File: config.mk
export PLATFORM = sky130hd
export DESIGN_NAME = audio_dac
export DESIGN_NICKNAME = d
export VERILOG_FILES = /design/src/hdl/audio_dac.sv
export SDC_FILE = /design/constraint.sdc
export NUM_CORES = 1
export LEC_CHECK = 0
export BUFFER_PORTS_ARGS = -buffer_cell sky130_fd_sc_hd__buf_2
export CAP_MARGIN = 20
export CORE_AREA = 4 4 41 43
export DETAILED_ROUTE_END_ITERATION = 6
export DIE_AREA = 0 0 45 47
export PLACE_DENSITY_LB_ADDON = 0.15
export SLEW_MARGIN = 20
export SYNTH_ARGS = -nofsm -noshare
export SYNTH_HDL_FRONTEND = slang
export SYNTH_SLANG_ARGS = --single-unit
File: constraint.sdc
create_clock -name clk -period 2.17 [get_ports clk]
set_clock_uncertainty 0.2 [all_clocks]
set_input_delay 0.1085 -clock clk [delete_from_list [all_inputs] [get_ports clk]]
set_output_delay 0.1085 -clock clk [all_outputs]
set_load 0.03 [all_outputs]
File: src/hdl/audio_dac.sv
// first order sigma-delta PDM modulator, one per audio output
`timescale 1ns/1ps

module audio_dac #(
    parameter int WIDTH = 8
) (
    input  logic             clk,
    input  logic             reset_i,
    input  logic [WIDTH-1:0] value_i,
    output logic             pulse_o
);

    logic [WIDTH-1:0] acc;
    logic [WIDTH:0]   sum;      // carry in the top bit

    assign sum = {1'b0, acc} + {1'b0, value_i};

    always_ff @(posedge clk) begin
        if (reset_i) begin
            acc     <= '0;
            pulse_o <= 1'b0;
        end else begin
            acc     <= sum[WIDTH-1:0];
            pulse_o <= sum[WIDTH];  // density follows value_i / 2**WIDTH
        end
    end

endmodule

==> metrics <==
first-pass GRT wire length 1820 um; synth cell count leaders nor2_1, dfxtp_1, ha_1, o21ai_0; synthesized cell area 581 sq um; Cells after Synth 61; Cell Chain, Critical Path ha_1 -> fa_1 -> a211oi_2 -> o21a_1 -> nor2_1 -> o31a_1; WP buf/inv 0; top cell type's share of synthesized area 31.0%; CTS Buf Count 3; Max Freq 0.494 GHz; most used standard cell by instance count after synthesis nor2_1; Critical Path Max Stage Delay 440 ps; DR WL/cell 11.7 um; Final Max Slew Viols 0; minimum clock period 2020 ps; Setup TNS Final 0 ps; Seq/Total Area, Yosys 31.0%; clk_lat worst skew 260 ps; Post-synth top flop dfxtp_1; final worst-path cycle share 93.3%; Vias/cell 5.23; PD cells 999 nW/um^2; delay-heaviest family, CP compound AO/OA/AOI/OAI gates; mean post-synth cell area 9.52 sq um; grt ovf 0; row count 13; share of cells above drive strength 1 25.0%; measured slew at the worst slew-check pin 299 ps; flop2flop setup slack 150 ps; CTS tree yes; nets@finish 96; area leader, netlist dfxtp_1; vias in the first global route 435; Synth async-reset ratio 0%; Peak supply drop 0.000485 V; number of H-tree levels 1; Cell variety after synth 26; MaxCap Viol Count 0; Setup CP Type register to register; I/O pin count 11; final hold vios 0; YS warnings 0; TritonRoute pass-1 iters 4; Final setup viols 0; Final ANT Viol Nets 0; Slew HR 79.9%; Net Count, Synth 80; DIE WIDTH 45 um; Chip Height 47 um; WP data arrival 1970 ps; CP max-delay cell fa_1; core area 1300 sq um; # placed instances 85; RSZ-0062 raised after global routing no; largest net degree at the start of global routing 11; CTS Buffer Depth 2; Leakage 0.000327 uW; flops & latches, synth 9; Worst EP required 2110 ps; placer congestion estimate 0.782; Setup crit end kind register; EDFF count, synth 0; post_cts resized 0; Die Area 2120 sq um; Starting Density 44.6%; Port Buffers 10; HP Class primary input to register; WHS 50.6 ps; CP Launch Type register; GRT Total Usage 12.3%; starting DRC count in detailed routing 9; Inserted Diodes 0; vias 476; CTS Sinks 9; status finished, final reports clean; root buffer cell clkbuf_4; Post-Layout Cell Count 91; Routed WL 1070 um; DRC Markers 0; detailed placement HPWL 834 um; Area contributors post-synth dfxtp_1, ha_1, nor2_1; area grow syn2layout 19.2%; CTS clock-pin slew for the worst setup and hold paths 60 ps; critical path fanouts, max 3; antenna violations before repair 0
-- per-stage QoR --
step                util (%)  power, uW  setup slack (ps)  instance area, sq um
floorplan                  -        503               249                   581
global placement        49.6        563               190                   646
detailed placement      49.6        566               177                   646
CTS                     53.2        703               140                   692
global route            53.2        763              26.6                   692
finish                  53.2        691               145                   692
-- metal layers --
| layer | routed length [um] | GRT usage [%] | vias to the layer above |
|---|---|---|---|
| met2 | 446 | 17.8 | 10 |
| met1 | 531 | 15.3 | 208 |
| li1 | - | - | 256 |
| met3 | 79 | 6.13 | 2 |
| met4 | 11 | 5.26 | 0 |
| met5 | 0 | 0 | - |
-- tightest hold or removal path: stages --
cell and delay [ps]:
buf_2 100, fa_1 150, nor2b_1 110
-- kinds of logic after synthesis --
kind of cell | synth area share [%]
AO/OA/AOI/OAI | 27.2
XOR/XNOR | 1.51
adder cells (fa/ha/maj) | 20.7
buffers and inverters | 1.29
flip-flops | 31.0
multiplexers | 2.59
AND/OR/NAND/NOR | 15.7
-- registers in the layout (all words and copies together), names as in the netlist --
signal   count
pulse_o      1
acc          8
-- where the power goes --
group / leakage (uW) / total [uW] / switching, uW / internal, uW
Combinational: 0.000238 / 337 / 174 / 163
Sequential: 0.0000750 / 228 / 14.7 / 214
Clock: 0.0000150 / 127 / 56.0 / 70.7
Total: 0.000327 / 691 / 245 / 447
-- layout make-up --
cell class              count  area (sq um)
fillers                   130           609
multi-input cells          50           393
flip-flops and latches      9           180
repair buffers             12          70.1
clock buffers               4          26.3
well taps                  15          18.8
inverters                   1          3.75
-- final timing paths --
| kind | startpoint | depth (start not counted) | end |
|---|---|---|---|
| setup / recovery | acc[0]$_SDFF_PP0_ | 6 | pulse_o$_SDFF_PP0_ |
| hold / removal | value_i[1] | 3 | acc[1]$_SDFF_PP0_ |
| setup reg to reg | acc[0]$_SDFF_PP0_ | 6 | pulse_o$_SDFF_PP0_ |
| hold reg to reg | acc[7]$_SDFF_PP0_ | 2 | pulse_o$_SDFF_PP0_ |
-- what timing repair did --
item                                   4_1_cts  5_1_grt
endpoints found under the hold margin        5        0
hold buffers                                 2        0
setup endpoints to repair                    0        0
buffers inserted                             0        0
-- cells in the final DEF, fill, tap and decap left out, drive strengths merged, types with 2 or more instances in the layout --
master,count
nor2,12
buf,10
dfxtp,9
ha,8
o21ai,6
a211oi,5
clkbuf,4
nor2b,3
dlygate4sd3,2
a21o,2
(Power assumes the default switching activity.)
