## config.mk

```make
export PLATFORM = sky130hd
export DESIGN_NAME = audio_mixer_flat
export DESIGN_NICKNAME = d
export VERILOG_FILES = /design/src/hdl/audio_pkg.sv /design/src/hdl/audio_chan_if.sv /design/src/hdl/audio_mixer.sv /design/src/flat_wrapper.sv
export SDC_FILE = /design/constraint.sdc
export NUM_CORES = 1
export LEC_CHECK = 0
export BUFFER_PORTS_ARGS = -buffer_cell sky130_fd_sc_hd__buf_2
export CAP_MARGIN = 20
export CORE_UTILIZATION = 55
export DETAILED_ROUTE_END_ITERATION = 10
export PLACE_DENSITY = 0.78
export SKIP_LAST_GASP = 1
export SYNTH_ARGS = -nofsm -noshare
export SYNTH_HDL_FRONTEND = slang
export SYNTH_SLANG_ARGS = --single-unit
```

## constraint.sdc

```tcl
create_clock -name clk -period 12.6 [get_ports clk]
set_input_delay 3.15 -clock clk [delete_from_list [all_inputs] [get_ports clk]]
set_output_delay 3.15 -clock clk [all_outputs]
set_load 0.02 [all_outputs]
```

## src/hdl/audio_pkg.sv

```systemverilog
// shared types, clock constants and register map for the audio playback subsystem
package audio_pkg;

    typedef logic [15:0] word_t;        // host and sample memory data word
    typedef logic [15:0] addr_t;        // sample word address
    typedef logic [7:0]  byte_t;        // unsigned DAC input

    // volume register as written by the host and as used by the mixer
    typedef union packed {
        word_t raw;                     // host view
        struct packed {
            logic signed [7:0] left;    // high byte
            logic signed [7:0] right;   // low byte
        } pan;
    } vol_t;

    localparam int PCLK_HZ       = 25_175_000;  // pixel clock
    localparam int AUDIO_BASE_HZ = 48_000;      // base rate tick

    localparam logic [2:0] REG_VOL       = 3'd0;
    localparam logic [2:0] REG_RATE      = 3'd1;
    localparam logic [2:0] REG_START     = 3'd2;
    localparam logic [2:0] REG_LEN       = 3'd3;
    localparam logic [2:0] REG_CTRL      = 3'd4;
    localparam logic [2:0] REG_ADDR_STAT = 3'd5;    // read only
    localparam logic [2:0] REG_LEN_STAT  = 3'd6;    // read only

    localparam int RAM_DEPTH = 256;     // sample memory words

endpackage

```

## src/hdl/audio_chan_if.sv

```systemverilog
// channel settings from the register file and playback status from the mixer
`timescale 1ns/1ps

interface aud_chan_if import audio_pkg::*; ();

    vol_t        vol;           // left/right volume
    word_t       rate;          // rate reload value, bits 14:0 used
    addr_t       start;         // sample start word address
    logic [14:0] len;           // sample length in words
    logic        enable;        // channel on

    addr_t       cur_addr;      // current sample word address
    logic [15:0] cur_len;       // remaining byte count

    modport regs (
        output vol, rate, start, len, enable,
        input  cur_addr, cur_len
    );

    modport mixer (
        input  vol, rate, start, len, enable,
        output cur_addr, cur_len
    );

endinterface

```

## src/hdl/audio_mixer.sv

```systemverilog
// single channel mixer with rate timer, playback FSM, sample counters and volume scaling
`timescale 1ns/1ps

module audio_mixer import audio_pkg::*; (
    input  logic      clk,
    input  logic      reset_i,
    input  logic      mix_strobe_i,
    aud_chan_if.mixer chan,
    output logic      fetch_o,
    output addr_t     fetch_addr_o,
    input  word_t     sample_word_i,
    output byte_t     output_l_o,
    output byte_t     output_r_o
);

    enum logic [1:0] {
        IDLE = 2'b00,
        MIX  = 2'b01,
        RATE = 2'b10,
        INCR = 2'b11
    } mix_state;

    logic [27:0]        timer;          // fractional accumulator, sign bit marks wait
    logic               tick;           // base rate tick
    word_t              rate_count;     // bit 15 set means next sample is due
    logic [16:0]        byte_count;     // bit 16 is the underflow flag
    addr_t              addr;
    logic               fetch;

    logic signed [7:0]  samp;           // latched sample byte
    logic signed [7:0]  vol_l;
    logic signed [7:0]  vol_r;
    logic signed [15:0] prod_l;
    logic signed [15:0] prod_r;

    assign fetch_o      = fetch;
    assign fetch_addr_o = addr;

    assign chan.cur_addr = addr;
    assign chan.cur_len  = byte_count[15:0];

    assign tick = ~timer[27];

    // fractional divider from pixel clock down to the base rate
    always_ff @(posedge clk) begin
        if (reset_i) begin
            timer <= '0;
        end else begin
            timer <= timer + (timer[27] ? 28'(AUDIO_BASE_HZ)
                                        : 28'(AUDIO_BASE_HZ - PCLK_HZ));
        end
    end

    assign prod_l = samp * vol_l;
    assign prod_r = samp * vol_r;

    always_ff @(posedge clk) begin
        if (reset_i) begin
            mix_state  <= IDLE;
            rate_count <= '0;
            byte_count <= '0;
            addr       <= '0;
            fetch      <= 1'b0;
            samp       <= '0;
            vol_l      <= '0;
            vol_r      <= '0;
            output_l_o <= '0;
            output_r_o <= '0;
        end else begin
            if (tick) begin
                rate_count <= rate_count - 1'b1;
            end

            if (!chan.enable) begin
                output_l_o <= '0;               // silent, FSM holds
                output_r_o <= '0;
            end else begin
                case (mix_state)
                    IDLE: begin
                        if (mix_strobe_i) begin
                            samp  <= byte_count[0] ? sample_word_i[15:8]
                                                   : sample_word_i[7:0];
                            vol_l <= chan.vol.pan.left;
                            vol_r <= chan.vol.pan.right;
                            mix_state <= MIX;
                        end
                    end
                    MIX: begin
                        output_l_o <= prod_l[13:6] + 8'h80;    // offset to unsigned
                        output_r_o <= prod_r[13:6] + 8'h80;
                        mix_state  <= RATE;
                    end
                    RATE: begin
                        fetch      <= 1'b0;
                        rate_count <= {1'b0, chan.rate[14:0]};
                        if (rate_count[15]) begin       // next sample due
                            byte_count <= byte_count - 1'b1;
                            mix_state  <= INCR;
                        end else begin
                            mix_state  <= IDLE;
                        end
                    end
                    INCR: begin
                        if (!byte_count[0]) begin
                            addr <= addr + 1'b1;        // both bytes of the word used
                        end
                        if (byte_count[16]) begin       // loop back to start
                            addr       <= chan.start;
                            byte_count <= {1'b0, chan.len, 1'b0};
                        end
                        fetch     <= 1'b1;
                        mix_state <= IDLE;
                    end
                    default: mix_state <= IDLE;
                endcase
            end
        end
    end

endmodule

```

## src/flat_wrapper.sv

```systemverilog
// flat-port wrapper written by rule: the top's interface ports become plain ports
module audio_mixer_flat import audio_pkg::*;
  (clk, reset_i, mix_strobe_i, fetch_o, fetch_addr_o, sample_word_i, output_l_o, output_r_o, chan_vol, chan_rate, chan_start, chan_len, chan_enable, chan_cur_addr, chan_cur_len);
  aud_chan_if chan_i ();
  input  logic clk;
  input  logic reset_i;
  input  logic mix_strobe_i;
  output logic fetch_o;
  output addr_t fetch_addr_o;
  input  word_t sample_word_i;
  output byte_t output_l_o;
  output byte_t output_r_o;
  input wire logic [$bits(chan_i.vol)-1:0] chan_vol;
  input wire logic [$bits(chan_i.rate)-1:0] chan_rate;
  input wire logic [$bits(chan_i.start)-1:0] chan_start;
  input wire logic [$bits(chan_i.len)-1:0] chan_len;
  input wire logic [$bits(chan_i.enable)-1:0] chan_enable;
  output wire logic [$bits(chan_i.cur_addr)-1:0] chan_cur_addr;
  output wire logic [$bits(chan_i.cur_len)-1:0] chan_cur_len;
  assign chan_i.vol = chan_vol;
  assign chan_i.rate = chan_rate;
  assign chan_i.start = chan_start;
  assign chan_i.len = chan_len;
  assign chan_i.enable = chan_enable;
  assign chan_cur_addr = chan_i.cur_addr;
  assign chan_cur_len = chan_i.cur_len;
  audio_mixer u_core (.clk(clk), .reset_i(reset_i), .mix_strobe_i(mix_strobe_i), .chan(chan_i), .fetch_o(fetch_o), .fetch_addr_o(fetch_addr_o), .sample_word_i(sample_word_i), .output_l_o(output_l_o), .output_r_o(output_r_o));
endmodule
```

==> flow_metrics.tcl, run 1 <==
set metrics [dict create \
    path_cells "nand2_1 > fa_1 > inv_1 > fa_1 > inv_1 > fa_1 > fa_1 > inv_1 > ha_1 > nand2_1 > or3_1 > a31oi_1 > a21oi_1 > xor2_1 > o21ai_0" \
    dp_hpwl_mm 15.87 \
    grt_pass1_wl_mm 36.35 \
    crit_arrival_ps 5000 \
    synth_top_family_by_area "adder cells" \
    p_switching_mw 0.4424 \
    synth-compound-area-share_pct 13.71 \
    grt_start_max_net_pins 78 \
    wl_mm 21.57 \
    grt_remaining_overflow 0 \
    via_count 8222 \
    min_path_cells 2 \
    ys_types 59 \
    cts.sink_count 117 \
    tightest_slew_ps 956.2 \
    cts_tree "done" \
    syn_area_per_cell_sq_um 8.304 \
    multi_input_area_sq_mm 0.006674 \
    p_leak_nw 4.969 \
    clockRootBuffer "clkbuf_16" \
    cp_slowest_stage_delay_ps 720 \
    drive_gt1_share_pct 15.66 \
    core-area_sq_mm 0.01754 \
    rows 48 \
    rsz0062_at_grt "no" \
    combPwrFrac_pct 27.2 \
    critical-path-slowest-cell "dfxtp_1" \
    reg2reg_depth 15 \
    finalClockSkew_ps 12.45 \
    setup_violations 0 \
    port_buffers 146 \
    synthCells 1203 \
    startpoint_type "flip-flop" \
    preCtsSetupSlack_ps 7919 \
    critical_path_class "flip-flop to flip-flop" \
    vias_per_cell 5.399 \
    ys_top_cells_by_area "dfxtp_1, fa_1, ha_1" \
    place_congestion 0.8523 \
    initial_core_util_pct 56.96 \
    yosys.area_share.simple_pct 20.58 \
    pwr-share-clk_pct 37.8 \
    ys_seq_area_share_pct 23.45 \
    p_per_area_mw_per_mm2 124.5 \
    maxCapViolCount 0 \
    post_drt_wl_per_cell_microns 14.16 \
    synthAdderAreaFrac_pct 25.95 \
    end_kind "flip-flop" \
    synth_edf_count 0 \
    die_y_microns 136.8 \
    ir_drop_mv 0.09041 \
    ys_warn_count 0 \
    status "completed" \
    ctsResizeCount 0 \
    fin_nets 1520 \
    min-delay-start "u_core.output_l_o[3]" \
    reg2reg_slack_ps 7890 \
    die_area_sq_mm 0.01871 \
    slew_headroom_pct 36.12 \
    cp_max_fo 17 \
    clock_path_buffers 2 \
    p_sw_share_pct 31.65 \
    die-width_microns 136.8 \
    synth_top_area_share_pct 23.45 \
    synth-xor-area-share_pct 5.261 \
    p_seq_share_pct 35.0 \
    seqCellArea_sq_mm 0.002342 \
    htreeDepth 4 \
    fin_total_pwr_mw 1.398 \
    p_int_mw 0.9553 \
    path_common_cell "fa_1" \
    cts_setup_buffers 0 \
    fin_setup_tns_ps 0 \
    slew_violations 0 \
    cts-buffers-inserted 17 \
    worst_slack_ps 7886 \
    cts_hold_buffers 0 \
    grt_usage_pct 24.59 \
    final.fill_count 1483 \
    first_pass_iters 5 \
    r2r_end "u_core.output_l_o[5]" \
    syn-cell-area_sq_mm 0.009990 \
    insertion_delay_ps 420 \
    muxShareOfSynthArea_pct 1.240 \
    fin_crit_sh_pct 37.41 \
    worst_hold_path.endpoint "u_core.output_l_o[3]" \
    antenna_found_initial 2 \
    ys_ff_latch 117 \
    grt_pass1_vias 7802 \
    synth_nets 1438 \
    async_reset_ff_share_pct 0 \
    top_level_ports 148 \
    regToRegStartpoint "u_core.samp[6]" \
    drc 0 \
    final_hold_viol_count 0 \
    path_clk_slew_ps 50 \
    areaGrowthSynthToFinish_pct 12.36 \
    hold_ws_ps 446.0 \
    antenna_left 0 \
    first_iter_violations 451 \
    fmax_mhz 212.2 \
    ys.flop_type "dfxtp_1" \
    worst_ep_required_time_ps 12890 \
    synth_area_leader_cell "dfxtp_1" \
    worstHoldPathType "flip-flop to flip-flop" \
    min_period_ps 4714 \
]
[sequential cells by signal, indices dropped and copies added, names as in the netlist]
name / count
u_core.output_l_o: 8
u_core.rate_count: 16
u_core.mix_state: 2
u_core.vol_l: 8
u_core.timer: 25
u_core.byte_count: 17
u_core.vol_r: 8
u_core.samp: 8
u_core.chan.cur_addr: 16
u_core.fetch_o: 1
u_core.output_r_o: 8
[synthesized netlist by cell type, types with 8 or more instances]
| library cell | instances |
|---|---|
| nand2b_1 | 19 |
| buf_4 | 33 |
| a21oi_1 | 76 |
| xnor2_1 | 36 |
| clkbuf_1 | 47 |
| mux2i_1 | 9 |
| nand2_1 | 134 |
| nor2_1 | 100 |
| nand3_1 | 18 |
| and2_1 | 70 |
| nor3_1 | 14 |
| xor2_1 | 24 |
| fa_1 | 92 |
| o21ai_0 | 38 |
| ha_1 | 60 |
| a211oi_1 | 30 |
| dfxtp_1 | 117 |
| or3_1 | 14 |
| a22oi_1 | 15 |
| inv_1 | 140 |
| a21o_1 | 8 |
[layout by cell type (no fill, tap or decap), drive strengths merged, types with 6 or more instances in the layout]
cell,instances
nor4,6
a21oi,76
o21ai,38
nand3,18
and2,70
dfxtp,117
xnor2,36
a211oi,30
or4,6
clkbuf,18
ha,60
xor2,24
buf,150
nor2,100
and3,7
nand2,134
nand2b,19
nor3,15
a31oi,7
or3,19
a22oi,15
fa,92
mux2i,9
inv,142
nor2b,7
a21o,8
[kinds of logic (layout without fill, tap and decap cells)]
family	count (synthesis)	after routing
compound gates	217	217
other cells	0	2
mux	12	12
xor+xnor	60	60
flops	117	117
simple gates	418	418
buf+inv	227	320
fa+ha+maj	152	152
[how the worst max path moves through the flow]
stage | start | endpoint | slack, ps | cells past startpoint
after floorplan | chan_enable | u_core.rate_count[10] | 8120 | 6
after global placement | u_core.samp[6] | u_core.output_l_o[5] | 7980 | 15
after detailed placement | u_core.samp[6] | u_core.output_l_o[5] | 7920 | 15
after CTS | u_core.samp[6] | u_core.output_l_o[5] | 7870 | 15
after global routing | u_core.samp[6] | u_core.output_l_o[5] | 7580 | 15
final | u_core.samp[6] | u_core.output_l_o[5] | 7890 | 15
[power by group through the flow]
stage               clock network (mW)  logic [mW]  registers (mW)
finish                           0.528       0.380           0.489
global route                     0.555       0.430           0.498
CTS                              0.538       0.383           0.488
detailed placement                   0       0.375           0.495
global placement                     0       0.363           0.492
floorplan                            0       0.312           0.473
[critical path, delay by kind of cell (launching register included)]
kind                     cells  cell delay, ps
adder cells (fa/ha/maj)      5            2380
AO/OA/AOI/OAI                3             490
AND/OR/NAND/NOR              3             670
buffers and inverters        3             140
XOR/XNOR                     1             170
flip-flops                   1             720
[final cells by class]
type	count	share of cell area (%)
tap	225	2.508
timing repair buffer	150	6.800
clock inverter	12	1.817
inverter	140	4.682
sequential	117	20.87
clock buffer	18	3.823
antenna	2	0.04459
multi-input combinational	859	59.46
[per-stage QoR]
step	cells	cell area (sq um)	utilization (%)
detailed placement	1491	10590	60.37
global route	1521	11220	63.98
global placement	1491	10590	60.37
finish	1523	11220	64.01
CTS	1521	11220	63.98
floorplan	1203	9990	-
[per-layer routing]
layer / up-vias / share of wire, % / global-route usage, %
met4: 0 / 1.0 / 6.471
met1: 3928 / 45 / 31.77
li1: 4089 / - / -
met5: - / 0 / 0
met2: 184 / 49 / 41.60
met3: 21 / 5.3 / 5.259
No activity file was read; power rests on OpenSTA's default activity.
==> run 2, diff against run 1 <==
clock period = 4.78 ns   (was 12.6 ns; I/O delays follow)
==> run 2 against run 1 <==
Against the previous run:
- clock skew grew 8.1 ps
- core utilization is the same
- routed wire length grew 3.6%
- first-iteration DRC count grew 14%
- highest routed layer unchanged
- register-to-register slack lost 7600 ps
- cell area is the same
==> flow_metrics.tcl, run 2 (synthesis results as in run 1) <==
set metrics [dict create \
    drive_gt1_share_pct 16.58 \
    cp_max_fo 9 \
    die-width_microns 136.8 \
    largest_reg_flops 25 \
    cts-buffers-inserted 17 \
    rsz0062_at_grt "no" \
    first_iter_violations 516 \
    final_hold_viol_count 0 \
    fin_setup_tns_ps 0 \
    reg2reg_slack_ps 270 \
    fin_total_pwr_mw 3.502 \
    antenna_left 0 \
    path_cells "nand2b_1 > fa_1 > fa_1 > inv_1 > fa_1 > inv_1 > fa_1 > inv_1 > ha_1 > nand2_1 > or3_1 > a21boi_0 > nor3_1 > nand3b_1 > a21oi_1" \
    tightest_slew_ps 974.9 \
    critical-path-slowest-cell "dfxtp_1" \
    setup_violations 0 \
    min_period_ps 4512 \
    end_kind "flip-flop" \
    areaGrowthSynthToFinish_pct 12.36 \
    post_drt_wl_per_cell_microns 14.54 \
    slew_headroom_pct 34.87 \
    path_clk_slew_ps 60 \
    worstHoldPathType "flip-flop to flip-flop" \
    cts_tree "done" \
    regToRegStartpoint "u_core.vol_r[7]" \
    antenna_found_initial 2 \
    rows 48 \
    fin_crit_sh_pct 94.38 \
    r2r_end "u_core.output_r_o[3]" \
    worst_hold_path.endpoint "u_core.output_r_o[1]" \
    first_pass_iters 7 \
    final_common_cell "buf_2" \
    slew_violations 0 \
    critical_path_class "flip-flop to flip-flop" \
    cts_setup_buffers 0 \
    mostFrequentLayoutCells "buf_2, inv_1, nand2_1, dfxtp_1, nor2_1" \
    reg2reg_depth 15 \
    final.fill_count 1492 \
    wl_mm 22.34 \
    clock_path_buffers 2 \
    finalClockSkew_ps 20.57 \
    grt_pass1_wl_mm 37.58 \
    fin_nets 1531 \
    port_buffers 146 \
    grt_remaining_overflow 0 \
    status "completed" \
    top_level_ports 148 \
    maxCapViolCount 0 \
    reg_top3 "u_core.timer (25), u_core.byte_count (17)" \
    cp-startpoint "u_core.vol_r[7]" \
    final_cells 1536 \
    cp_slowest_stage_delay_ps 590 \
    core-area_sq_mm 0.01754 \
    grt_start_max_net_pins 73 \
    vias_per_cell 5.415 \
    crit_arrival_ps 4860 \
    clockRootBuffer "clkbuf_16" \
    p_leak_nw 4.991 \
    die_area_sq_mm 0.01871 \
    startpoint_type "flip-flop" \
    p_per_area_mw_per_mm2 312.0 \
    grt_pass1_vias 7979 \
    regMostFlops "u_core.timer" \
    die_y_microns 136.8 \
    grt_usage_pct 25.53 \
    ir_drop_mv 0.2824 \
    place_congestion 0.8406 \
    dp_cells 1502 \
    insertion_delay_ps 430 \
    via_count 8317 \
    cts.sink_count 117 \
    worst_ep_required_time_ps 5130 \
    htreeDepth 4 \
    fmax_mhz 221.7 \
    min-delay-start "u_core.output_r_o[1]" \
    dp_hpwl_mm 16.69 \
    path_common_cell "fa_1" \
    initial_core_util_pct 56.96 \
    drc 0 \
    min_path_cells 2 \
]
run 2: cell count changes in the layout (fill, tap and decap cells not counted), sizes merged:
| cell | previous run | this run |
|---|---|---|
| clkinv | 5 | 7 |
| buf | 150 | 161 |
| bufinv | 5 | 0 |
| inv | 142 | 147 |
run 2: cell type report:
class	instances	area, sq um	area share, %
Antenna cell	2	5.005	0.04459
Clock buffer	18	429.2	3.823
Clock inverter	14	120.1	1.070
Inverter	140	525.5	4.682
Multi-Input combinational cell	859	6674	59.46
Sequential cell	117	2344	20.88
Tap cell	225	281.5	2.508
Timing Repair Buffer	161	845.8	7.535
run 2: stage by stage:
step / util [%] / setup WS (ps) / cell area (sq um) / hold slack [ps]
3_5_place_dp: 60.84 / 229.7 / 10670 / 441.3
2_1_floorplan: - / 480.4 / 9990 / 453.4
6_report: 64.01 / 268.5 / 11220 / 448.5
3_3_place_gp: 60.84 / 340.8 / 10670 / 435.2
5_1_grt: 63.98 / 19.30 / 11220 / 475.1
4_1_cts: 63.97 / 216.4 / 11220 / 450.2
run 2: layer usage:
metal | GRT usage, % | wire [microns] | vias up
met5 | 0 | 0 | -
li1 | - | - | 4114
met1 | 31.97 | 9589 | 3961
met2 | 44.36 | 11190 | 219
met3 | 5.148 | 1244 | 23
met4 | 7.326 | 316 | 0
run 2: what timing repair did:
action | 4_1_cts | 5_1_grt
hold buffers | 0 | 0
endpoints found under the setup margin | 0 | 3
gates resized for setup | 0 | 1
run 2: worst max-delay path by stage:
stage | cells past startpoint | slack [ps] | to
3_3_place_gp | 15 | 340 | u_core.output_r_o[5]
5_1_grt | 15 | 20 | u_core.output_r_o[3]
3_5_place_dp | 13 | 230 | u_core.output_l_o[7]
4_1_cts | 13 | 220 | u_core.output_l_o[7]
2_1_floorplan | 16 | 480 | u_core.output_r_o[5]
6_report | 15 | 270 | u_core.output_r_o[3]
run 2: where the power goes:
| group | internal (mW) | total (mW) | switching (mW) |
|---|---|---|---|
| registers | 1.13 | 1.28 | 0.157 |
| logic | 0.478 | 1.02 | 0.537 |
| clock network | 0.678 | 1.20 | 0.527 |
| total | 2.28 | 3.50 | 1.22 |
run 2: critical path: cells and delay by family (launching register included):
family / cells / cell delay (ps)
simple gates: 5 / 810
flops: 1 / 590
buf+inv: 3 / 140
fa+ha+maj: 5 / 2430
compound gates: 2 / 460
