$ cat src/hdl/audio_pkg.sv
// shared types, clock constants and register map for the audio playback subsystem
package audio_pkg;

    typedef logic [15:0] word_t;        // host and sample memory data word
    typedef logic [15:0] addr_t;        // sample word address
    typedef logic [7:0]  byte_t;        // unsigned DAC input

    // volume register as written by the host and as used by the mixer
    typedef union packed {
        word_t raw;                     // host view
        struct packed {
            logic signed [7:0] left;    // high byte
            logic signed [7:0] right;   // low byte
        } pan;
    } vol_t;

    localparam int PCLK_HZ       = 25_175_000;  // pixel clock
    localparam int AUDIO_BASE_HZ = 48_000;      // base rate tick

    localparam logic [2:0] REG_VOL       = 3'd0;
    localparam logic [2:0] REG_RATE      = 3'd1;
    localparam logic [2:0] REG_START     = 3'd2;
    localparam logic [2:0] REG_LEN       = 3'd3;
    localparam logic [2:0] REG_CTRL      = 3'd4;
    localparam logic [2:0] REG_ADDR_STAT = 3'd5;    // read only
    localparam logic [2:0] REG_LEN_STAT  = 3'd6;    // read only

    localparam int RAM_DEPTH = 256;     // sample memory words

endpackage

$ cat src/hdl/audio_chan_if.sv
// channel settings from the register file and playback status from the mixer
`timescale 1ns/1ps

interface aud_chan_if import audio_pkg::*; ();

    vol_t        vol;           // left/right volume
    word_t       rate;          // rate reload value, bits 14:0 used
    addr_t       start;         // sample start word address
    logic [14:0] len;           // sample length in words
    logic        enable;        // channel on

    addr_t       cur_addr;      // current sample word address
    logic [15:0] cur_len;       // remaining byte count

    modport regs (
        output vol, rate, start, len, enable,
        input  cur_addr, cur_len
    );

    modport mixer (
        input  vol, rate, start, len, enable,
        output cur_addr, cur_len
    );

endinterface

$ cat src/hdl/audio_regs.sv
// host register file holding channel settings, with registered readback of settings and status
`timescale 1ns/1ps

module audio_regs import audio_pkg::*; (
    input  logic       clk,
    input  logic       reset_i,
    input  logic       reg_wr_i,
    input  logic [2:0] reg_addr_i,
    input  word_t      reg_data_i,
    output word_t      reg_rdata_o,
    aud_chan_if.regs   chan
);

    vol_t        vol;
    word_t       rate;
    addr_t       start;
    logic [14:0] len;
    logic        enable;

    assign chan.vol    = vol;
    assign chan.rate   = rate;
    assign chan.start  = start;
    assign chan.len    = len;
    assign chan.enable = enable;

    // host write decode
    always_ff @(posedge clk) begin
        if (reset_i) begin
            vol    <= '0;
            rate   <= '0;
            start  <= '0;
            len    <= '0;
            enable <= 1'b0;
        end else if (reg_wr_i) begin
            case (reg_addr_i)
                REG_VOL:   vol.raw <= reg_data_i;
                REG_RATE:  rate    <= reg_data_i;
                REG_START: start   <= reg_data_i;
                REG_LEN:   len     <= reg_data_i[14:0];
                REG_CTRL:  enable  <= reg_data_i[0];    // only bit 0 is kept
                default: ;                              // status is read only
            endcase
        end
    end

    // readback is one cycle behind the address
    always_ff @(posedge clk) begin
        if (reset_i) begin
            reg_rdata_o <= '0;
        end else begin
            case (reg_addr_i)
                REG_VOL:       reg_rdata_o <= vol.raw;
                REG_RATE:      reg_rdata_o <= rate;
                REG_START:     reg_rdata_o <= start;
                REG_LEN:       reg_rdata_o <= {1'b0, len};
                REG_CTRL:      reg_rdata_o <= {15'b0, enable};
                REG_ADDR_STAT: reg_rdata_o <= chan.cur_addr;   // live playback address
                REG_LEN_STAT:  reg_rdata_o <= chan.cur_len;    // bytes left
                default:       reg_rdata_o <= '0;
            endcase
        end
    end

endmodule

$ cat src/flat_wrapper.sv
// flat-port wrapper written by rule: the top's interface ports become plain ports
module audio_regs_flat import audio_pkg::*;
  (clk, reset_i, reg_wr_i, reg_addr_i, reg_data_i, reg_rdata_o, chan_vol, chan_rate, chan_start, chan_len, chan_enable, chan_cur_addr, chan_cur_len);
  aud_chan_if chan_i ();
  input  logic clk;
  input  logic reset_i;
  input  logic reg_wr_i;
  input  logic [2:0] reg_addr_i;
  input  word_t reg_data_i;
  output word_t reg_rdata_o;
  output wire logic [$bits(chan_i.vol)-1:0] chan_vol;
  output wire logic [$bits(chan_i.rate)-1:0] chan_rate;
  output wire logic [$bits(chan_i.start)-1:0] chan_start;
  output wire logic [$bits(chan_i.len)-1:0] chan_len;
  output wire logic [$bits(chan_i.enable)-1:0] chan_enable;
  input wire logic [$bits(chan_i.cur_addr)-1:0] chan_cur_addr;
  input wire logic [$bits(chan_i.cur_len)-1:0] chan_cur_len;
  assign chan_vol = chan_i.vol;
  assign chan_rate = chan_i.rate;
  assign chan_start = chan_i.start;
  assign chan_len = chan_i.len;
  assign chan_enable = chan_i.enable;
  assign chan_i.cur_addr = chan_cur_addr;
  assign chan_i.cur_len = chan_cur_len;
  audio_regs u_core (.clk(clk), .reset_i(reset_i), .reg_wr_i(reg_wr_i), .reg_addr_i(reg_addr_i), .reg_data_i(reg_data_i), .reg_rdata_o(reg_rdata_o), .chan(chan_i));
endmodule
$ cat config.mk
export PLATFORM = sky130hd
export DESIGN_NAME = audio_regs_flat
export DESIGN_NICKNAME = d
export VERILOG_FILES = /design/src/hdl/audio_pkg.sv /design/src/hdl/audio_chan_if.sv /design/src/hdl/audio_regs.sv /design/src/flat_wrapper.sv
export SDC_FILE = /design/constraint.sdc
export NUM_CORES = 1
export LEC_CHECK = 0
export ABC_AREA = 1
export CORE_ASPECT_RATIO = 0.5
export CORE_MARGIN = 2
export CORE_UTILIZATION = 45
export CTS_BUF_LIST = sky130_fd_sc_hd__clkbuf_8
export CTS_CLUSTER_SIZE = 8
export DETAILED_ROUTE_END_ITERATION = 10
export DONT_BUFFER_PORTS = 1
export PLACE_DENSITY_LB_ADDON = 0.12
export SYNTH_ARGS = -nofsm -noshare
export SYNTH_HDL_FRONTEND = slang
export SYNTH_SLANG_ARGS = --single-unit
$ cat constraint.sdc
create_clock -name clk -period 1 [get_ports clk]
set_input_delay 0.1 -clock clk [delete_from_list [all_inputs] [get_ports clk]]
set_output_delay 0.1 -clock clk [all_outputs]
set_load 0.01 [all_outputs]
==> results.toml, run 1 <==
[global_route]
grt_overflow = 0
grt_pass1_vias = 3245
grt_max_degree = 34
antenna_found_initial = 3
grt_pass1_wl_um = 18530
gr-usage-all-layers_pct = 28.83

[placement]
dpl_worst_slack_ps = -33.21
routabilityCongestion = 0.8820
dpl.hpwl_um = 8844
io_buffers = 0

[pwr]
p_leak_uw = 0.001839
power.density_mw_per_mm2 = 1477
ir_worst_vdd_uv = 799.1

[clock_network]
cts_made_buffers = 9
root_buffer = "clkbuf_8"
cts_sinks = 80
htree_levels = 3
path_clk_slew_ps = 80
clkLatencyLatePin_ps = 360
cts_setup_buffers = 0
cts_tree = "done"
clockBufferDepth = 2

[timing]
hold_viol = 0
min_period_over_period_pct = 100.3
worst_slew_pin_slew_ps = 332.6
drv_slew = 0
rsz0062_at_grt = "no"
max_freq_mhz = 996.6
slew_headroom_pct = 77.79
finalClockSkew_ps = 6.003
setup_slack_ps = -3.457
final.min_clock_period_ps = 1003
finalSetupViolCount = 1
timing.setup.tns_ps = -3.457

[detailed_routing]
wl_per_cell_um = 18.86
drtAntennaViolNets = 0
dr.pass1.iters = 5
viasPerCell = 5.484
drt-total-wl_um = 12770
drtIter0Drc = 352
drc = 0
dr_total_vias = 3713

[critical_path]
cp-end-kind = "output pin"
r2r_end = "u_core.reg_rdata_o[5]"
r2r.worst_path.cells = 4
critPathBufInv = 1
cp_slowest_cell = "dfxtp_1"
critPathArrivalTime_ps = 900
path_cells = "buf_4"
rrSetupSlack_ps = 110
cp_top_family = "flip-flops"
crit_type = "reg2out"
cp_max_fo = 2
critPathLaunchType = "flip-flop"
max_stage_delay_ps = 390
path_depth = 1
required_ps = 900
rr_startpoint = "u_core.chan.start[5]"

[worst_hold_path]
hp-start = "chan_cur_addr[5]"
holdPathStages = 4
hold_class = "in2reg"
hold_end = "u_core.reg_rdata_o[5]"

[floorplan]
dieArea_mm2 = 0.008800
start_util_pct = 45.79
die_w_um = 130.7
io_pins = 134
fp.coreArea_mm2 = 0.007885
rows = 23
die_h_um = 67.34

[finish]
mostFrequentLayoutCells = "95 x nor2_1, 88 x nand3_1, 72 x dfxtp_1"
drive_above_1_share_pct = 19.54
nFillCells = 790
syn_to_final_growth_pct = 26.65
final_net_count = 612
fin_util_pct = 58.00
multi_input_area_mm2 = 0.001679
layout_commonest_cell = "nor2_1"
regArea_mm2 = 0.001619

[synth]
ys_warn_count = 0
syn_avg_cell_area_um2 = 7.354
seq_area_frac_synth_pct = 44.35
syn_nets = 545
yosys.area.top_type = "dfxtp_1"
synthTopCellsByArea = "dfxtp_1 44%, nand3_1 12%, nor2_1 9.9%, nand4_1 6.6%, o21ai_0 6.5%"
synthCells = 491
synth_cell_types = 22
ys_ff_latch = 80
yosys.area.top_type_share_pct = 44.35
syn-cell-area_mm2 = 0.003611

[outcome]
status = "finished, violations left"
failed_checks = "negative setup slack"

[job]
drv_cap = 0
[synthesized netlist by cell type]
cell,count
nor2_1,95
nand3_1,88
dfxtp_1,80
o21ai_0,47
nand4_1,38
a21oi_1,34
nand2_1,34
inv_1,19
clkbuf_1,14
buf_2,12
buf_4,11
inv_2,4
buf_6,3
nand3_2,2
nor2_4,2
o21ai_1,2
buf_1,1
clkinv_2,1
inv_4,1
nand3_4,1
nand4_4,1
nor2_8,1
[final cells by class]
| class | instances | area share [%] |
|---|---|---|
| antenna | 2 | 0.1094 |
| clock buffer | 13 | 3.912 |
| clock inverter | 3 | 0.8482 |
| inverter | 25 | 2.134 |
| multi-input combinational | 345 | 36.72 |
| sequential | 80 | 35.40 |
| tap | 112 | 3.064 |
| timing repair buffer | 97 | 17.81 |
[report_power, final]
group,switching [µW],leakage (µW),internal [µW],total [µW]
combinational,463,0.00107,323,786
clock,1170,0.000117,1410,2580
sequential,97.7,0.000655,3290,3390
[worst max path at each step]
stage                         startpoint               endpoint
floorplan                  reg_addr_i[2]     u_core.chan.vol[0]
global route        u_core.chan.rate[10]          chan_rate[10]
finish              u_core.chan.rate[10]          chan_rate[10]
detailed placement         reg_addr_i[2]  u_core.reg_rdata_o[9]
CTS                 u_core.chan.rate[10]          chan_rate[10]
global placement           reg_addr_i[2]  u_core.reg_rdata_o[5]
[stage by stage]
step | instances | area [µm²] | total power (µW) | hold slack (ps)
2_1_floorplan | 491 | 3627 | 3936 | 169.1
3_5_place_dp | 635 | 4079 | 4094 | 176.2
6_report | 677 | 4573 | 6755 | 12.13
3_3_place_gp | 635 | 4079 | 4090 | 173.9
4_1_cts | 675 | 4551 | 6779 | 2.014
5_1_grt | 675 | 4568 | 7010 | 18.41
[repair_timing]
action	CTS	global route
endpoints found under the setup margin	3	8
cloned	0	0
hold buffers	24	0
hold endpoints to repair	80	0
resized for setup	3	9
[metal layers]
metal	vias to the layer above	routed length [µm]	global-route usage, %
li1	1824	-	-
met1	1691	6321	44.43
met2	187	4774	37.43
met3	9	1586	10.78
met4	2	76	5.186
met5	-	11	0
[cells by family after synthesis]
kind of cell,count (synthesis),share of synthesized area (%)
flops,80,44.35
buf+inv,66,9.147
compound gates,83,11.50
simple gates,262,35.00
[flip-flops by register name, summed over array words and instances, names as in the netlist]
signal              cells
u_core.reg_rdata_o     16
u_core.chan.len        15
u_core.chan.rate       16
u_core.chan.start      16
u_core.chan.vol        16
u_core.chan.enable      1
No activity file was read; power rests on OpenSTA's default activity.
==> inputs of run 2 (changes only) <==
Settings changed: CORE_ASPECT_RATIO 0.5 to 1.2, CORE_UTILIZATION 45 to 50.
==> run 2 against run 1 <==
  * The run now ends clean
  * Combinational power fell by 6.4%
  * Worst setup slack improved by 35 ps
  * Critical path depth unchanged
  * Count of clock-buffer cells in the layout fell by 4
  * Fmax is 3.6% higher
  * Hold slack worse by 2.1 ps
  * Global-route usage down 0.13 points
  * Non-clock buffer count fell by 19
  * Critical endpoint is now chan_len[8]
==> results.toml, run 2 (same netlist as run 1, synthesis figures left out) <==
[finish]
fin_util_pct = 63.20
layout_commonest_cell = "nor2_1"
multi_input_area_mm2 = 0.001679
syn_to_final_growth_pct = 20.69
final_net_count = 593
drive_above_1_share_pct = 16.24
diodes = 0
regArea_mm2 = 0.001604
nFillCells = 619
mostFrequentLayoutCells = "95 x nor2_1, 88 x nand3_1, 78 x dfxtp_1"

[global_route]
grt_overflow = 0
grt_max_degree = 38
gr-usage-all-layers_pct = 28.70
antenna_found_initial = 0
grt_pass1_vias = 3354
grt_pass1_wl_um = 17300

[floorplan]
start_util_pct = 52.37
die_h_um = 97.09
dieArea_mm2 = 0.007920
die_w_um = 81.58
io_pins = 134
rows = 33
fp.coreArea_mm2 = 0.006895

[clock_network]
cts_tree = "done"
cts_made_buffers = 9
cts_sinks = 80
cts_setup_buffers = 0
htree_levels = 3
clockBufferDepth = 2
path_clk_slew_ps = 80
root_buffer = "clkbuf_8"
clkLatencyLatePin_ps = 340

[detailed_routing]
drt-total-wl_um = 11340
drtAntennaViolNets = 0
dr.pass1.iters = 5
drc = 0
drtIter0Drc = 185
dr_total_vias = 3638
viasPerCell = 5.784
wl_per_cell_um = 18.03

[timing]
max_freq_mhz = 1032
hold_ws_ps = 10.04
timing.setup.tns_ps = 0
final.min_clock_period_ps = 968.8
min_period_over_period_pct = 96.88
rsz0062_at_grt = "no"
slew_headroom_pct = 82.01
hold_viol = 0
drv_slew = 0
worst_slew_pin_slew_ps = 269.4
setup_slack_ps = 31.21
finalClockSkew_ps = 6.667
finalSetupViolCount = 0

[critical_path]
critPathArrivalTime_ps = 870
cp_top_family = "flip-flops"
crit_type = "reg2out"
cp_max_fo = 3
cp_slowest_cell = "dfxtp_1"
path_cells = "buf_4"
required_ps = 900
critPathBufInv = 1
max_stage_delay_ps = 380
cp-end-kind = "output pin"
critPathLaunchType = "flip-flop"

[placement]
routabilityCongestion = 0.8685
io_buffers = 0
dpl.hpwl_um = 7670
dpl_worst_slack_ps = 73.26

[pwr]
ir_worst_vdd_uv = 891.1
p_leak_uw = 0.001729
power.density_mw_per_mm2 = 1459

[outcome]
status = "complete, no violations"

[job]
drv_cap = 0

[worst_hold_path]
hold_class = "in2reg"
==> run 2: changes by cell type in the layout (fill, tap and decap cells not counted), sizes merged <==
cell,previous run,this run
dlygate4sd3,23,18
clkbuf,13,9
buf,74,60
diode,2,0
clkinvlp,0,1
clkinv,2,3
==> run 2: power by group <==
group          switching [µW]  total (µW)  internal [µW]
sequential               99.5        3390           3290
clock                    1120        2230           1110
combinational             434         736            302
==> run 2: worst paths after layout <==
check,cells after the start,slack (ps),to,from
worst max-delay path,1,30,chan_len[8],u_core.chan.len[8]
worst min-delay path,2,10,u_core.chan.len[12],reset_i
worst max register to register,4,80,u_core.reg_rdata_o[7],u_core.chan.rate[7]
worst min register to register,2,490,u_core.chan.len[5],u_core.chan.len[5]
==> run 2: layout make-up <==
class,count,area share [%]
clock buffers,9,2.842
clock inverters,5,1.177
inverters,25,2.239
multi-input cells,345,38.53
flip-flops and latches,80,36.81
well taps,87,2.498
repair buffers,78,15.91
==> run 2: repair_timing <==
| action | CTS | global route |
|---|---|---|
| gates resized for setup | 0 | 2 |
| setup endpoints to repair | 0 | 2 |
| hold buffers | 18 | 1 |
| endpoints found under the hold margin | 80 | 31 |
==> run 2: metal layers <==
layer / GRT usage, % / share of wire, % / routed length, µm / vias up
li1: - / - / - / 1772
met3: 8.271 / 9.9 / 1119 / 22
met1: 37.88 / 43 / 4830 / 1669
met2: 44.70 / 46 / 5173 / 175
met4: 9.487 / 1.9 / 219 / 0
met5: 0 / 0 / 0 / -
==> run 2: metrics by stage <==
step	total power [µW]	std cells	instance area (µm²)
after global routing	6612	629	4358
after floorplan	3936	491	3627
final	6356	629	4358
after detailed placement	4070	596	3980
after CTS	6360	628	4335
after global placement	4060	596	3980
==> inputs of run 3 (changes only) <==
Clock period 1 ns to 0.8 ns, I/O delays scaled along.
==> run 3 against run 2 <==
  * The run now ends with negative hold slack, negative setup slack left
  * Sequential share of layout area is 5.3 points lower
  * Worst setup slack worse by 220 ps
  * Largest power group unchanged
  * Register-to-register slack worse by 180 ps
  * Largest cell class unchanged
  * Die area stayed put
  * Clock skew is 0.97 ps higher
  * Routed wire length is 17% higher
  * Critical path depth is 1 higher
  * Final cell count is 7.6% higher
  * Non-clock buffer count is 48 higher
  * Sequential power is 26% higher
==> results.toml, run 3 (same netlist as run 1, synthesis figures left out) <==
[pwr]
power.density_mw_per_mm2 = 1618
p_leak_uw = 0.002209
ir_worst_vdd_uv = 1139
finalPower_uw = 8767

[finish]
nFillCells = 465
diodes = 0
design_area_mm2 = 0.005418
final_net_count = 641
fin_util_pct = 78.57
drive_above_1_share_pct = 44.58
syn_to_final_growth_pct = 50.03
layout_commonest_cell = "nor2_1"
mostFrequentLayoutCells = "87 x nor2_1, 78 x buf_6, 78 x dfxtp_2"

[clock_network]
clkLatencyLatePin_ps = 360
clockBufferDepth = 2
cts_tree = "done"
path_clk_slew_ps = 80
root_buffer = "clkbuf_8"
htree_levels = 3
cts_made_buffers = 9
cts_sinks = 80

[global_route]
antenna_found_initial = 0
gr-usage-all-layers_pct = 31.41
grt_max_degree = 38
grt_pass1_wl_um = 19220
grt_pass1_vias = 3864
grt_overflow = 0

[job]
drv_cap = 0

[placement]
dpl_worst_slack_ps = -143.3
dpl.hpwl_um = 7673
placed_cell_area_mm2 = 0.004255
routabilityCongestion = 0.9029
io_buffers = 0

[timing]
setup_slack_ps = -183.8
hold_ws_ps = -233.1
rsz0062_at_grt = "yes"
hold_viol = 31
min_period_over_period_pct = 123.0
max_freq_mhz = 1016
timing.setup.tns_ps = -7229
finalClockSkew_ps = 7.637
slew_headroom_pct = 80.86
drv_slew = 0
worst_slew_pin_slew_ps = 284.1
final.min_clock_period_ps = 983.8
finalSetupViolCount = 81

[detailed_routing]
dr.pass1.iters = 5
drt-total-wl_um = 13270
viasPerCell = 6.043
wl_per_cell_um = 19.60
drc = 0
drtIter0Drc = 337
drtAntennaViolNets = 0
dr_total_vias = 4091

[critical_path]
cp_max_fo = 2
crit_type = "reg2out"
startpoint = "u_core.chan.len[8]"
required_ps = 720
rr_startpoint = "u_core.chan.start[1]"
critPathArrivalTime_ps = 900
critPathLaunchType = "flip-flop"
cp-end-kind = "output pin"

[worst_hold_path]
hold_class = "in2reg"
hp-start = "reset_i"

[floorplan]
start_util_pct = 52.37
dieArea_mm2 = 0.007920
fp.coreArea_mm2 = 0.006895
die_h_um = 97.09
rows = 33
die_w_um = 81.58
io_pins = 134

[outcome]
failed_checks = "negative hold slack, negative setup slack"
status = "finished, violations left"
run 3: worst max-delay path: stages, from the launching register on:
cell     delay, ps
dfxtp_2        330
buf_6          110
buf_6          110
run 3: power by group:
group	internal [µW]	leakage (µW)	total [µW]	switching [µW]
Combinational	554	0.00141	1210	656
Sequential	4140	0.000688	4260	125
Clock	1800	0.000108	3290	1490
Total	6490	0.00221	8770	2270
run 3: final cells by class:
| type | instances | area, µm² | share of cell area (%) |
|---|---|---|---|
| clock buffer | 10 | 137.6 | 2.540 |
| clock inverter | 4 | 70.07 | 1.293 |
| inverter | 25 | 113.9 | 2.102 |
| multi-input combinational | 345 | 1947 | 35.94 |
| sequential | 80 | 1707 | 31.50 |
| tap | 87 | 108.9 | 2.009 |
| timing repair buffer | 126 | 1334 | 24.62 |
run 3: metal layers:
| metal | up-vias | share of wire, % | track usage, % |
|---|---|---|---|
| met1 | 1938 | 39 | 39.21 |
| met4 | 0 | 3.1 | 12.05 |
| met5 | - | 0 | 0 |
| met2 | 244 | 48 | 49.37 |
| li1 | 1871 | - | - |
| met3 | 38 | 9.5 | 10.78 |
run 3: what timing repair did:
| action | 4_1_cts | 5_1_grt |
|---|---|---|
| hold buffers | 16 | 2 |
| setup buffers | 24 | 3 |
| pin swaps | 8 | 27 |
| hold endpoints to repair | 80 | 32 |
| setup endpoints to repair | 84 | 94 |
| resized for setup | 153 | 57 |
run 3: path summary, 6_finish.rpt:
path	end	slack [ps]	cells after the start
min	u_core.reg_rdata_o[0]	-230	1
min reg2reg	u_core.chan.vol[10]	470	2
max reg2reg	u_core.reg_rdata_o[1]	-100	5
max	chan_len[8]	-180	2
run 3: through the flow:
stage	cells	hold WS (ps)
2_1_floorplan	491	149.1
3_3_place_gp	626	153.0
3_5_place_dp	626	154.7
4_1_cts	672	-234.5
5_1_grt	677	-240.8
6_report	677	-233.1
